File: src/radio_regs_pkg.sv
// settings-bus address map, register structs and readback selects, imported by the slot control
`default_nettype none

package radio_regs_pkg;

   // --------------------------------------------------
   // block bases and channel stride
   // --------------------------------------------------
   localparam logic [7:0] sr_db_base_default    = 8'd160; // slot control block
   localparam logic [7:0] sr_rx_fe_base_default = 8'd224; // first rx front-end channel
   localparam logic [7:0] sr_fe_chan_offset     = 8'd16;  // one block per channel

   // offsets from the slot base
   // atr words sit at 0..3 in the same order as the atr state encoding
   localparam logic [7:0] sr_atr_idle = 8'd0;
   localparam logic [7:0] sr_atr_rx   = 8'd1;
   localparam logic [7:0] sr_atr_tx   = 8'd2;
   localparam logic [7:0] sr_atr_fdx  = 8'd3;
   localparam logic [7:0] sr_gpio_ddr = 8'd4; // 1 = pin driven
   localparam logic [7:0] sr_misc_out = 8'd5;

   // offsets inside each channel block
   localparam logic [7:0] sr_fe_iq_swap   = 8'd0; // bit 0 only
   localparam logic [7:0] sr_fe_dc_offset = 8'd1; // {dc_i, dc_q}

   // --------------------------------------------------
   // readback select
   // --------------------------------------------------
   typedef enum logic [1:0] {
      rb_gpio_misc = 2'd0, // {gpio_in, misc_in}
      rb_atr       = 2'd1, // {gpio_out, ddr}
      rb_fe        = 2'd2  // {dc ch1, dc ch0}
   } rb_sel_e;             // code 3 reads as zero

   // slot registers as seen by the atr controller
   typedef struct packed {
      logic [3:0][31:0] atr;      // gpio word per atr state, idle at index 0
      logic [31:0]      ddr;
      logic [31:0]      misc_out;
   } db_regs_t;

endpackage

`default_nettype wire

File: src/radio_fe_pkg.sv
// sample, atr state and per-channel correction types shared by the receive path and atr control
`default_nettype none

package radio_fe_pkg;

   // --------------------------------------------------
   // sizing
   // --------------------------------------------------
   localparam int num_channels_default = 2; // two rx channels per slot

   // one adc word, i in the upper half like the radio bus
   typedef struct packed {
      logic signed [15:0] i;
      logic signed [15:0] q;
   } iq_sample_t;

   // per-channel front-end correction
   typedef struct packed {
      logic               iq_swap; // exchange i and q before dc removal
      logic signed [15:0] dc_i;    // subtracted from i
      logic signed [15:0] dc_q;    // subtracted from q
   } fe_corr_t;

   // --------------------------------------------------
   // atr state
   // --------------------------------------------------
   // encoding is {run_tx, run_rx} so the state can be built straight from the run bits,
   // and it doubles as the index of the matching atr gpio word
   typedef enum logic [1:0] {
      atr_idle = 2'd0,
      atr_rx   = 2'd1,
      atr_tx   = 2'd2,
      atr_fdx  = 2'd3
   } atr_state_e;

endpackage

`default_nettype wire

File: src/settings_regs.sv
// slot register file, decodes settings-bus writes into register structs and answers readback
`default_nettype none
`timescale 1ns/10ps

module settings_regs #(
   parameter logic [7:0] SR_DB_BASE    = radio_regs_pkg::sr_db_base_default,
   parameter logic [7:0] SR_RX_FE_BASE = radio_regs_pkg::sr_rx_fe_base_default,
   parameter int         NUM_CHANNELS  = radio_fe_pkg::num_channels_default
)(
   input  wire                                        radio_clk,
   input  wire                                        i_rst_n,
   // settings bus, one write per strobed edge
   input  wire                                        i_set_stb,
   input  wire [7:0]                                  i_set_addr,
   input  wire [31:0]                                 i_set_data,
   // readback
   input  wire                                        i_rb_stb,
   input  wire radio_regs_pkg::rb_sel_e               i_rb_addr,
   output logic                                       o_rb_stb,
   output logic [63:0]                                o_rb_data,
   // readback sources
   input  wire [31:0]                                 i_gpio_in,
   input  wire [31:0]                                 i_gpio_out,
   input  wire [31:0]                                 i_gpio_ddr,
   input  wire [31:0]                                 i_misc_in_q,
   // register outputs
   output radio_regs_pkg::db_regs_t                   o_db_regs,
   output radio_fe_pkg::fe_corr_t [NUM_CHANNELS-1:0]  o_fe_corr
);

   import radio_regs_pkg::*;

   // rb_fe only has room for two channels
   localparam int RB_FE_CHANS = (NUM_CHANNELS < 2) ? NUM_CHANNELS : 2;

   logic [7:0]  db_off;  // address relative to the slot block
   logic [7:0]  fe_off;  // address relative to the rx fe blocks
   logic [7:0]  fe_chan; // channel block hit
   logic [7:0]  fe_reg;  // register inside that block
   logic [63:0] rb_word; // unregistered readback mux

   // --------------------------------------------------
   // address decode
   // --------------------------------------------------
   always_comb begin
      db_off  = i_set_addr - SR_DB_BASE;   // below base wraps high, never matches
      fe_off  = i_set_addr - SR_RX_FE_BASE;
      fe_chan = fe_off / sr_fe_chan_offset;
      fe_reg  = fe_off % sr_fe_chan_offset;
   end

   // writes land on the strobed edge, other addresses are dropped
   always_ff @(posedge radio_clk or negedge i_rst_n) begin
      if (!i_rst_n) begin
         o_db_regs <= '0;
         o_fe_corr <= '0;
      end else if (i_set_stb) begin
         if (db_off <= sr_atr_fdx) begin
            o_db_regs.atr[db_off[1:0]] <= i_set_data; // idle, rx, tx, fdx
         end
         if (db_off == sr_gpio_ddr) begin
            o_db_regs.ddr <= i_set_data;
         end
         if (db_off == sr_misc_out) begin
            o_db_regs.misc_out <= i_set_data;
         end
         for (int c = 0; c < NUM_CHANNELS; c++) begin
            if (fe_chan == 8'(c) && fe_reg == sr_fe_iq_swap) begin
               o_fe_corr[c].iq_swap <= i_set_data[0];
            end
            if (fe_chan == 8'(c) && fe_reg == sr_fe_dc_offset) begin
               o_fe_corr[c].dc_i <= i_set_data[31:16];
               o_fe_corr[c].dc_q <= i_set_data[15:0];
            end
         end
      end
   end

   // --------------------------------------------------
   // readback
   // --------------------------------------------------
   always_comb begin
      rb_word = '0;
      case (i_rb_addr)
         rb_gpio_misc: rb_word = {i_gpio_in, i_misc_in_q};
         rb_atr:       rb_word = {i_gpio_out, i_gpio_ddr};
         rb_fe: begin
            for (int c = 0; c < RB_FE_CHANS; c++) begin
               rb_word[c*32 +: 32] = {o_fe_corr[c].dc_i, o_fe_corr[c].dc_q}; // ch0 low
            end
         end
         default:      rb_word = '0; // unused code
      endcase
   end

   // answer one cycle after the request
   always_ff @(posedge radio_clk or negedge i_rst_n) begin
      if (!i_rst_n) begin
         o_rb_stb  <= 1'b0;
         o_rb_data <= '0;
      end else begin
         o_rb_stb <= i_rb_stb;
         if (i_rb_stb) begin
            o_rb_data <= rb_word; // held until the next request
         end
      end
   end

   // a strobed write with a floating address would corrupt an unknown register
   a_set_addr_known : assert property (@(posedge radio_clk) disable iff (!i_rst_n)
      i_set_stb |-> !$isunknown(i_set_addr))
      else $error("settings write with unknown address");

endmodule

`default_nettype wire

File: src/db_atr_control.sv
// atr state tracking for one slot, drives daughterboard gpio, radio leds and misc output registers
`default_nettype none
`timescale 1ns/10ps

module db_atr_control (
   input  wire                             radio_clk,
   input  wire                             i_rst_n,
   // registers from the settings bus
   input  wire radio_regs_pkg::db_regs_t   i_db_regs,
   // run levels, already ORed over the channels
   input  wire                             i_rx_run,
   input  wire                             i_tx_run,
   // misc
   input  wire [31:0]                      i_misc_in,
   output logic [31:0]                     o_misc_in_q,
   output logic [31:0]                     o_misc_out,
   // gpio and leds
   output logic [31:0]                     o_db_gpio_out,
   output logic [31:0]                     o_db_gpio_ddr,
   output logic [2:0]                      o_led            // {rx, txrx_tx, txrx_rx}
);

   import radio_fe_pkg::*;

   atr_state_e atr_state; // one cycle behind the run levels
   logic       st_rx;     // receiving in this state
   logic       st_tx;     // transmitting in this state

   // --------------------------------------------------
   // atr state
   // --------------------------------------------------
   always_ff @(posedge radio_clk or negedge i_rst_n) begin
      if (!i_rst_n) begin
         atr_state <= atr_idle;
      end else begin
         atr_state <= atr_state_e'({i_tx_run, i_rx_run}); // encoding is {tx, rx}
      end
   end

   always_comb begin
      st_rx = (atr_state == atr_rx) || (atr_state == atr_fdx);
      st_tx = (atr_state == atr_tx) || (atr_state == atr_fdx);
   end

   // --------------------------------------------------
   // output registers
   // --------------------------------------------------
   // second stage, so writes and run changes both reach the pins two cycles later
   always_ff @(posedge radio_clk or negedge i_rst_n) begin
      if (!i_rst_n) begin
         o_db_gpio_out <= '0;
         o_db_gpio_ddr <= '0;
         o_led         <= '0;
         o_misc_out    <= '0;
      end else begin
         o_db_gpio_out <= i_db_regs.atr[atr_state]; // word of the current state
         o_db_gpio_ddr <= i_db_regs.ddr;
         o_led         <= {st_rx, st_tx, st_rx & ~st_tx}; // txrx port only rx when not tx
         o_misc_out    <= i_db_regs.misc_out;
      end
   end

   // board pins sampled once before readback
   always_ff @(posedge radio_clk) begin
      o_misc_in_q <= i_misc_in;
   end

   // the txrx antenna port cannot be lit for rx and tx at once
   a_led_txrx_excl : assert property (@(posedge radio_clk) disable iff (!i_rst_n)
      !(o_led[0] && o_led[1]))
      else $error("txrx led shows rx and tx together");

endmodule

`default_nettype wire

File: src/rx_frontend.sv
// per-channel receive pipeline, iq swap then saturating dc offset removal, two cycles latency
`default_nettype none
`timescale 1ns/10ps

module rx_frontend #(
   parameter int NUM_CHANNELS = radio_fe_pkg::num_channels_default
)(
   input  wire                                          radio_clk,
   input  wire                                          i_rst_n,
   input  wire radio_fe_pkg::iq_sample_t                i_rx,      // shared adc word
   input  wire [NUM_CHANNELS-1:0]                       i_rx_run,
   input  wire radio_fe_pkg::fe_corr_t [NUM_CHANNELS-1:0] i_fe_corr,
   output radio_fe_pkg::iq_sample_t [NUM_CHANNELS-1:0]  o_rx_data,
   output logic [NUM_CHANNELS-1:0]                      o_rx_stb
);

   import radio_fe_pkg::*;

   // a - b clipped to 16 bits
   function automatic logic signed [15:0] sat_sub(input logic signed [15:0] a,
                                                  input logic signed [15:0] b);
      logic signed [16:0] diff;
      diff = {a[15], a} - {b[15], b};
      if (diff[16] != diff[15]) begin
         return diff[16] ? 16'sh8000 : 16'sh7fff; // pinned to the rail it crossed
      end
      return diff[15:0];
   endfunction

   genvar c;
   generate
      for (c = 0; c < NUM_CHANNELS; c++) begin : g_chan
         iq_sample_t s1_data; // after swap
         logic       s1_vld;
         logic       s2_vld;

         // --------------------------------------------------
         // valid pipe
         // --------------------------------------------------
         always_ff @(posedge radio_clk or negedge i_rst_n) begin
            if (!i_rst_n) begin
               s1_vld <= 1'b0;
               s2_vld <= 1'b0;
            end else begin
               s1_vld <= i_rx_run[c]; // one sample per cycle while running
               s2_vld <= s1_vld;
            end
         end

         // stage 1, optional i/q exchange
         always_ff @(posedge radio_clk) begin
            if (i_rx_run[c]) begin
               s1_data <= i_fe_corr[c].iq_swap ? {i_rx.q, i_rx.i} : i_rx;
            end
         end

         // stage 2, dc removal on the already swapped sample
         always_ff @(posedge radio_clk) begin
            if (s1_vld) begin
               o_rx_data[c].i <= sat_sub(s1_data.i, i_fe_corr[c].dc_i);
               o_rx_data[c].q <= sat_sub(s1_data.q, i_fe_corr[c].dc_q);
            end
         end

         assign o_rx_stb[c] = s2_vld;

         // every strobe must trace back to a running input two cycles earlier
         a_stb_from_run : assert property (@(posedge radio_clk) disable iff (!i_rst_n)
            o_rx_stb[c] |-> $past(i_rx_run[c], 2))
            else $error("rx strobe on channel %0d without run", c);
      end
   endgenerate

endmodule

`default_nettype wire

File: src/radio_core_top.sv
// daughterboard slice top, connects the register file, atr control and rx front end of one slot
`default_nettype none
`timescale 1ns/10ps

module radio_core_top #(
   parameter logic [7:0] SR_DB_BASE    = radio_regs_pkg::sr_db_base_default,
   parameter logic [7:0] SR_RX_FE_BASE = radio_regs_pkg::sr_rx_fe_base_default,
   parameter int         NUM_CHANNELS  = radio_fe_pkg::num_channels_default
)(
   input  wire                                         radio_clk,
   input  wire                                         i_rst_n,
   // settings bus
   input  wire                                         i_set_stb,
   input  wire [7:0]                                   i_set_addr,
   input  wire [31:0]                                  i_set_data,
   // readback
   input  wire                                         i_rb_stb,
   input  wire radio_regs_pkg::rb_sel_e                i_rb_addr,
   output wire                                         o_rb_stb,
   output wire [63:0]                                  o_rb_data,
   // run levels per channel
   input  wire [NUM_CHANNELS-1:0]                      i_rx_run,
   input  wire [NUM_CHANNELS-1:0]                      i_tx_run,
   // adc and rx stream
   input  wire radio_fe_pkg::iq_sample_t               i_rx,
   output wire radio_fe_pkg::iq_sample_t [NUM_CHANNELS-1:0] o_rx_data,
   output wire [NUM_CHANNELS-1:0]                      o_rx_stb,
   // daughterboard pins
   input  wire [31:0]                                  i_db_gpio_in,
   output wire [31:0]                                  o_db_gpio_out,
   output wire [31:0]                                  o_db_gpio_ddr,
   output wire [2:0]                                   o_led,
   input  wire [31:0]                                  i_misc_in,
   output wire [31:0]                                  o_misc_out
);

   import radio_regs_pkg::*;
   import radio_fe_pkg::*;

   db_regs_t                    db_regs;   // slot registers
   fe_corr_t [NUM_CHANNELS-1:0] fe_corr;   // per-channel correction
   logic [31:0]                 misc_in_q; // sampled pins for readback

   // --------------------------------------------------
   // register file
   // --------------------------------------------------
   settings_regs #(
      .SR_DB_BASE   (SR_DB_BASE),
      .SR_RX_FE_BASE(SR_RX_FE_BASE),
      .NUM_CHANNELS (NUM_CHANNELS)
   ) u_settings_regs (
      .radio_clk  (radio_clk),     .i_rst_n    (i_rst_n),
      .i_set_stb  (i_set_stb),     .i_set_addr (i_set_addr),   .i_set_data(i_set_data),
      .i_rb_stb   (i_rb_stb),      .i_rb_addr  (i_rb_addr),
      .o_rb_stb   (o_rb_stb),      .o_rb_data  (o_rb_data),
      .i_gpio_in  (i_db_gpio_in),  .i_gpio_out (o_db_gpio_out),
      .i_gpio_ddr (o_db_gpio_ddr), .i_misc_in_q(misc_in_q),
      .o_db_regs  (db_regs),       .o_fe_corr  (fe_corr)
   );

   // one atr per slot, so any running channel counts for the whole board
   db_atr_control u_db_atr_control (
      .radio_clk    (radio_clk),     .i_rst_n      (i_rst_n),
      .i_db_regs    (db_regs),
      .i_rx_run     (|i_rx_run),     .i_tx_run     (|i_tx_run),
      .i_misc_in    (i_misc_in),     .o_misc_in_q  (misc_in_q),
      .o_misc_out   (o_misc_out),
      .o_db_gpio_out(o_db_gpio_out), .o_db_gpio_ddr(o_db_gpio_ddr),
      .o_led        (o_led)
   );

   // every channel sees the same adc word
   rx_frontend #(
      .NUM_CHANNELS(NUM_CHANNELS)
   ) u_rx_frontend (
      .radio_clk(radio_clk), .i_rst_n  (i_rst_n),
      .i_rx     (i_rx),      .i_rx_run (i_rx_run), .i_fe_corr(fe_corr),
      .o_rx_data(o_rx_data), .o_rx_stb (o_rx_stb)
   );

endmodule

`default_nettype wire

File: config.mk
export PLATFORM = sky130hd
export DESIGN_NAME = radio_core_top
export DESIGN_NICKNAME = d
export VERILOG_FILES = /design/src/radio_regs_pkg.sv /design/src/radio_fe_pkg.sv /design/src/settings_regs.sv /design/src/db_atr_control.sv /design/src/rx_frontend.sv /design/src/radio_core_top.sv
export SDC_FILE = /design/constraint.sdc
export NUM_CORES = 1
export LEC_CHECK = 0
export BUFFER_PORTS_ARGS = -buffer_cell sky130_fd_sc_hd__buf_2
export CAP_MARGIN = 20
export CORE_MARGIN = 8
export CORE_UTILIZATION = 35
export DETAILED_ROUTE_END_ITERATION = 6
export PLACE_DENSITY = 0.61
export SLEW_MARGIN = 15
export SYNTH_ARGS = -nofsm -noshare
export SYNTH_HDL_FRONTEND = slang
export SYNTH_SLANG_ARGS = --single-unit
File: constraint.sdc
create_clock -name radio_clk -period 2.9 [get_ports radio_clk]
set_clock_uncertainty 0.2 [all_clocks]
set_input_delay 0.435 -clock radio_clk [delete_from_list [all_inputs] [get_ports radio_clk]]
set_output_delay 0.435 -clock radio_clk [all_outputs]
set_load 0.005 [all_outputs]
==> results.py <==
metrics = {
    "outcome": {
        "status": "complete, but fails checks",
        "violations": "setup timing",
    },
    "worst_setup_path": {
        "worstRegToRegCells": 11,
        "critPathSlowestCell": "dfrtp_2",
        "path_class": "reg2reg",
        "r2r-end": "u_rx_frontend.o_rx_data[27]",
        "critical-path-max-stage-delay_ns": 0.44,
        "end_kind": "register",
        "worst_setup_path_start_kind": "register",
        "critical_path_peak_fanout": 4,
        "crit_required_ns": 3.07,
        "arrival_ns": 3.10,
        "r2r_slack_ns": -0.04,
        "crit_chain": "ha_4, inv_2, fa_2, a21o_1, a21oi_2, o21a_2, o21ai_2, a211o_1, a41o_4, buf_6, o21a_1",
        "r2r-start": "u_settings_regs.o_fe_corr[16]",
    },
    "timing": {
        "drv_slew": 0,
        "hold_viol": 0,
        "fin_ws_ns": -0.0375,
        "slew_headroom": 0.393,
        "fin_crit_sh": 1.01,
        "max_freq_ghz": 0.340,
        "rsz0062_at_grt": "true",
        "min_period_ns": 2.94,
        "finalSetupViolations": 15,
        "fin_tns_setup_ns": -0.422,
        "worst_slew_pin_slew_ns": 0.911,
    },
    "power_and_ir_drop": {
        "p_per_area_nw_per_um2": 638,
        "p_total_mw": 21.5,
        "vdd_drop_max_mv": 0.506,
        "power_leakage_nw": 15.9,
    },
    "global_routing": {
        "grt_pass1_vias": 19400,
        "antenna_found_initial": 11,
        "grt_max_degree": 71,
        "grt_use_total": 0.201,
        "grt_pass1_wl_um": 126000,
        "gr-total-overflow": 0,
    },
    "synthesis": {
        "syn_area_per_cell_um2": 12.8,
        "synth-seq-cells": 588,
        "syn_nets": 2233,
        "netlist_instances": 2017,
        "syn_area_um2": 25900,
        "ys_warn_count": 0,
        "seq_area_frac_synth": 0.587,
        "synth_edf_count": 128,
        "dominantRegCellSynth": "dfrtp_1",
        "synthDistinctLibCells": 85,
        "async_flop_share": 0.728,
    },
    "floorplan": {
        "die_w_um": 288,
        "initial_core_util": 0.354,
        "dieArea_um2": 82900,
        "dieHeight_um": 288,
        "core_area_um2": 73100,
        "io_pins": 376,
        "rows": 99,
    },
    "placement": {
        "place_ws_ns": -0.248,
        "placed_cell_area_um2": 30100,
        "hpwl_um": 62900,
        "gp_congestion": 0.897,
        "port_buffers": 375,
    },
    "route": {
        "wl_per_cell_um": 23.5,
        "avgViaCountPerCell": 5.14,
        "firstDrtPassIters": 5,
        "drtIter0Drc": 1530,
        "post-route-drc-count": 0,
        "vias": 18800,
        "routed_wl_um": 85900,
        "drt.antenna.violating_nets": 0,
    },
    "clocking": {
        "clock_sinks": 588,
        "clkTransAtPathRegs_ns": 0.06,
        "htree_levels": 2,
        "cts_made_buffers": 61,
        "clockBufferDepth": 3,
        "clockRootBuffer": "clkbuf_16",
        "clock_latency_ns": 0.63,
        "cts_tree": "built",
    },
    "finish": {
        "drive_above_1_share": 0.409,
        "design_area_um2": 33800,
        "final_cell_mix": "425 x dfrtp_1, 372 x buf_2, 294 x mux2_2",
        "final_common_cell": "dfrtp_1",
        "area.growth.synth_to_final_pct": 30.5,
        "fin_nets": 2848,
    },
    "min_path": {
        "whs_path_depth": 3,
        "hold_start": "i_set_data[25]",
        "holdPathEnd": "u_settings_regs.o_fe_corr[25]",
        "hold_class": "in2reg",
    },
    "flow_run": {
        "drv_cap": 0,
    },
}
-- worst max-delay path: cells and delay by family, from the launching register on --
| kind | cells | cell delay [ns] |
|---|---|---|
| buf+inv | 2 | 0.17 |
| flops | 1 | 0.44 |
| compound gates | 7 | 1.38 |
| fa+ha+maj | 2 | 0.50 |
-- metal layers --
| layer | routed length [um] | track usage | part of all wire |
|---|---|---|---|
| met1 | 38900 | 0.278 | 0.45 |
| met2 | 40300 | 0.326 | 0.47 |
| met3 | 4700 | 0.0372 | 0.055 |
| met4 | 1970 | 0.0492 | 0.023 |
| met5 | 64 | 0 | 0.00075 |
-- sequential cells by signal, indices dropped and copies added, names as in the netlist, 32 cells and up --
register	cells
u_db_atr_control.o_db_gpio_ddr	32
u_settings_regs.o_rb_data	64
u_settings_regs.o_db_regs	192
u_db_atr_control.o_db_gpio_out	32
u_settings_regs.o_fe_corr	66
u_db_atr_control.o_misc_in_q	32
u_rx_frontend.o_rx_data	64
u_db_atr_control.o_misc_out	32
u_rx_frontend.g_chan.s1_data	64
-- synth_stat cells, types with 7 or more instances --
cell,number,area [um^2]
a211oi_1,7,52.6
nor3_1,19,95.1
nand2_1,63,236
ha_1,66,826
nand2b_1,13,81.3
or3_1,7,43.8
dfrtp_1,428,10700
nor2_1,179,672
dfxtp_1,32,641
nor4_1,7,43.8
o21a_1,25,188
nand3_1,19,95.1
xor2_1,13,114
buf_2,12,60.1
mux2_2,295,3320
clkbuf_1,57,214
xnor2_1,30,263
edfxtp_1,128,3840
inv_1,92,345
o21bai_1,7,52.6
a21o_1,14,105
a2111oi_0,8,70.1
buf_1,25,93.8
mux2i_1,65,651
mux4_2,32,721
o21ai_0,62,310
a21oi_1,199,996
nor2b_1,9,56.3
-- cell families after synthesis --
group,after synthesis,synth area share
AOI/OAI and AO/OA,376,0.0885
buffers and inverters,192,0.0296
muxes,393,0.182
xor gates and xnor gates,43,0.0146
and+or+nand+nor,349,0.0608
adders and majority gates,76,0.0375
DFF,588,0.587
-- power breakdown --
part | internal, mW | total [mW] | switching (mW)
Clock | 5.12 | 8.54 | 3.42
Sequential | 9.15 | 9.48 | 0.332
Combinational | 1.60 | 3.51 | 1.91
Total | 15.9 | 21.5 | 5.66
-- worst max-delay path by stage --
stage | from | endpoint | cells after the start
CTS | u_settings_regs.o_fe_corr[37] | u_rx_frontend.o_rx_data[42] | 8
detailed placement | u_rx_frontend.g_chan[1].s1_data[16] | u_rx_frontend.o_rx_data[62] | 11
global route | u_rx_frontend.g_chan[0].s1_data[16] | u_rx_frontend.o_rx_data[27] | 12
floorplan | u_rx_frontend.g_chan[0].s1_data[16] | u_rx_frontend.o_rx_data[28] | 12
finish | u_settings_regs.o_fe_corr[16] | u_rx_frontend.o_rx_data[27] | 11
global placement | u_rx_frontend.g_chan[1].s1_data[16] | u_rx_frontend.o_rx_data[62] | 11
-- final cells by class --
type	instances	area, um^2
clock inverter	37	494
timing repair buffer	645	4390
multi-input combinational	1244	10400
tap	959	1200
antenna	7	17.5
sequential	588	15200
inverter	92	345
fill	6628	39300
clock buffer	78	1700
-- through the flow --
stage / cells / util / hold WS (ns)
finish: 3650 / 0.462 / 0.0303
global route: 3648 / 0.462 / 0.0186
CTS: 3630 / 0.457 / 0.000547
detailed placement: 3423 / 0.412 / 0.156
global placement: 3423 / 0.412 / 0.152
floorplan: 2017 / - / -0.0606
-- repair_timing --
item                                    in CTS  in global routing
pin swaps                                   18                 48
gates resized for setup                     36                 57
endpoints found under the hold margin      157                  0
hold buffers                                84                  0
setup buffers                                5                  8
cloned                                       3                  5
endpoints found under the setup margin      60                 61
(Power assumes the default switching activity.)
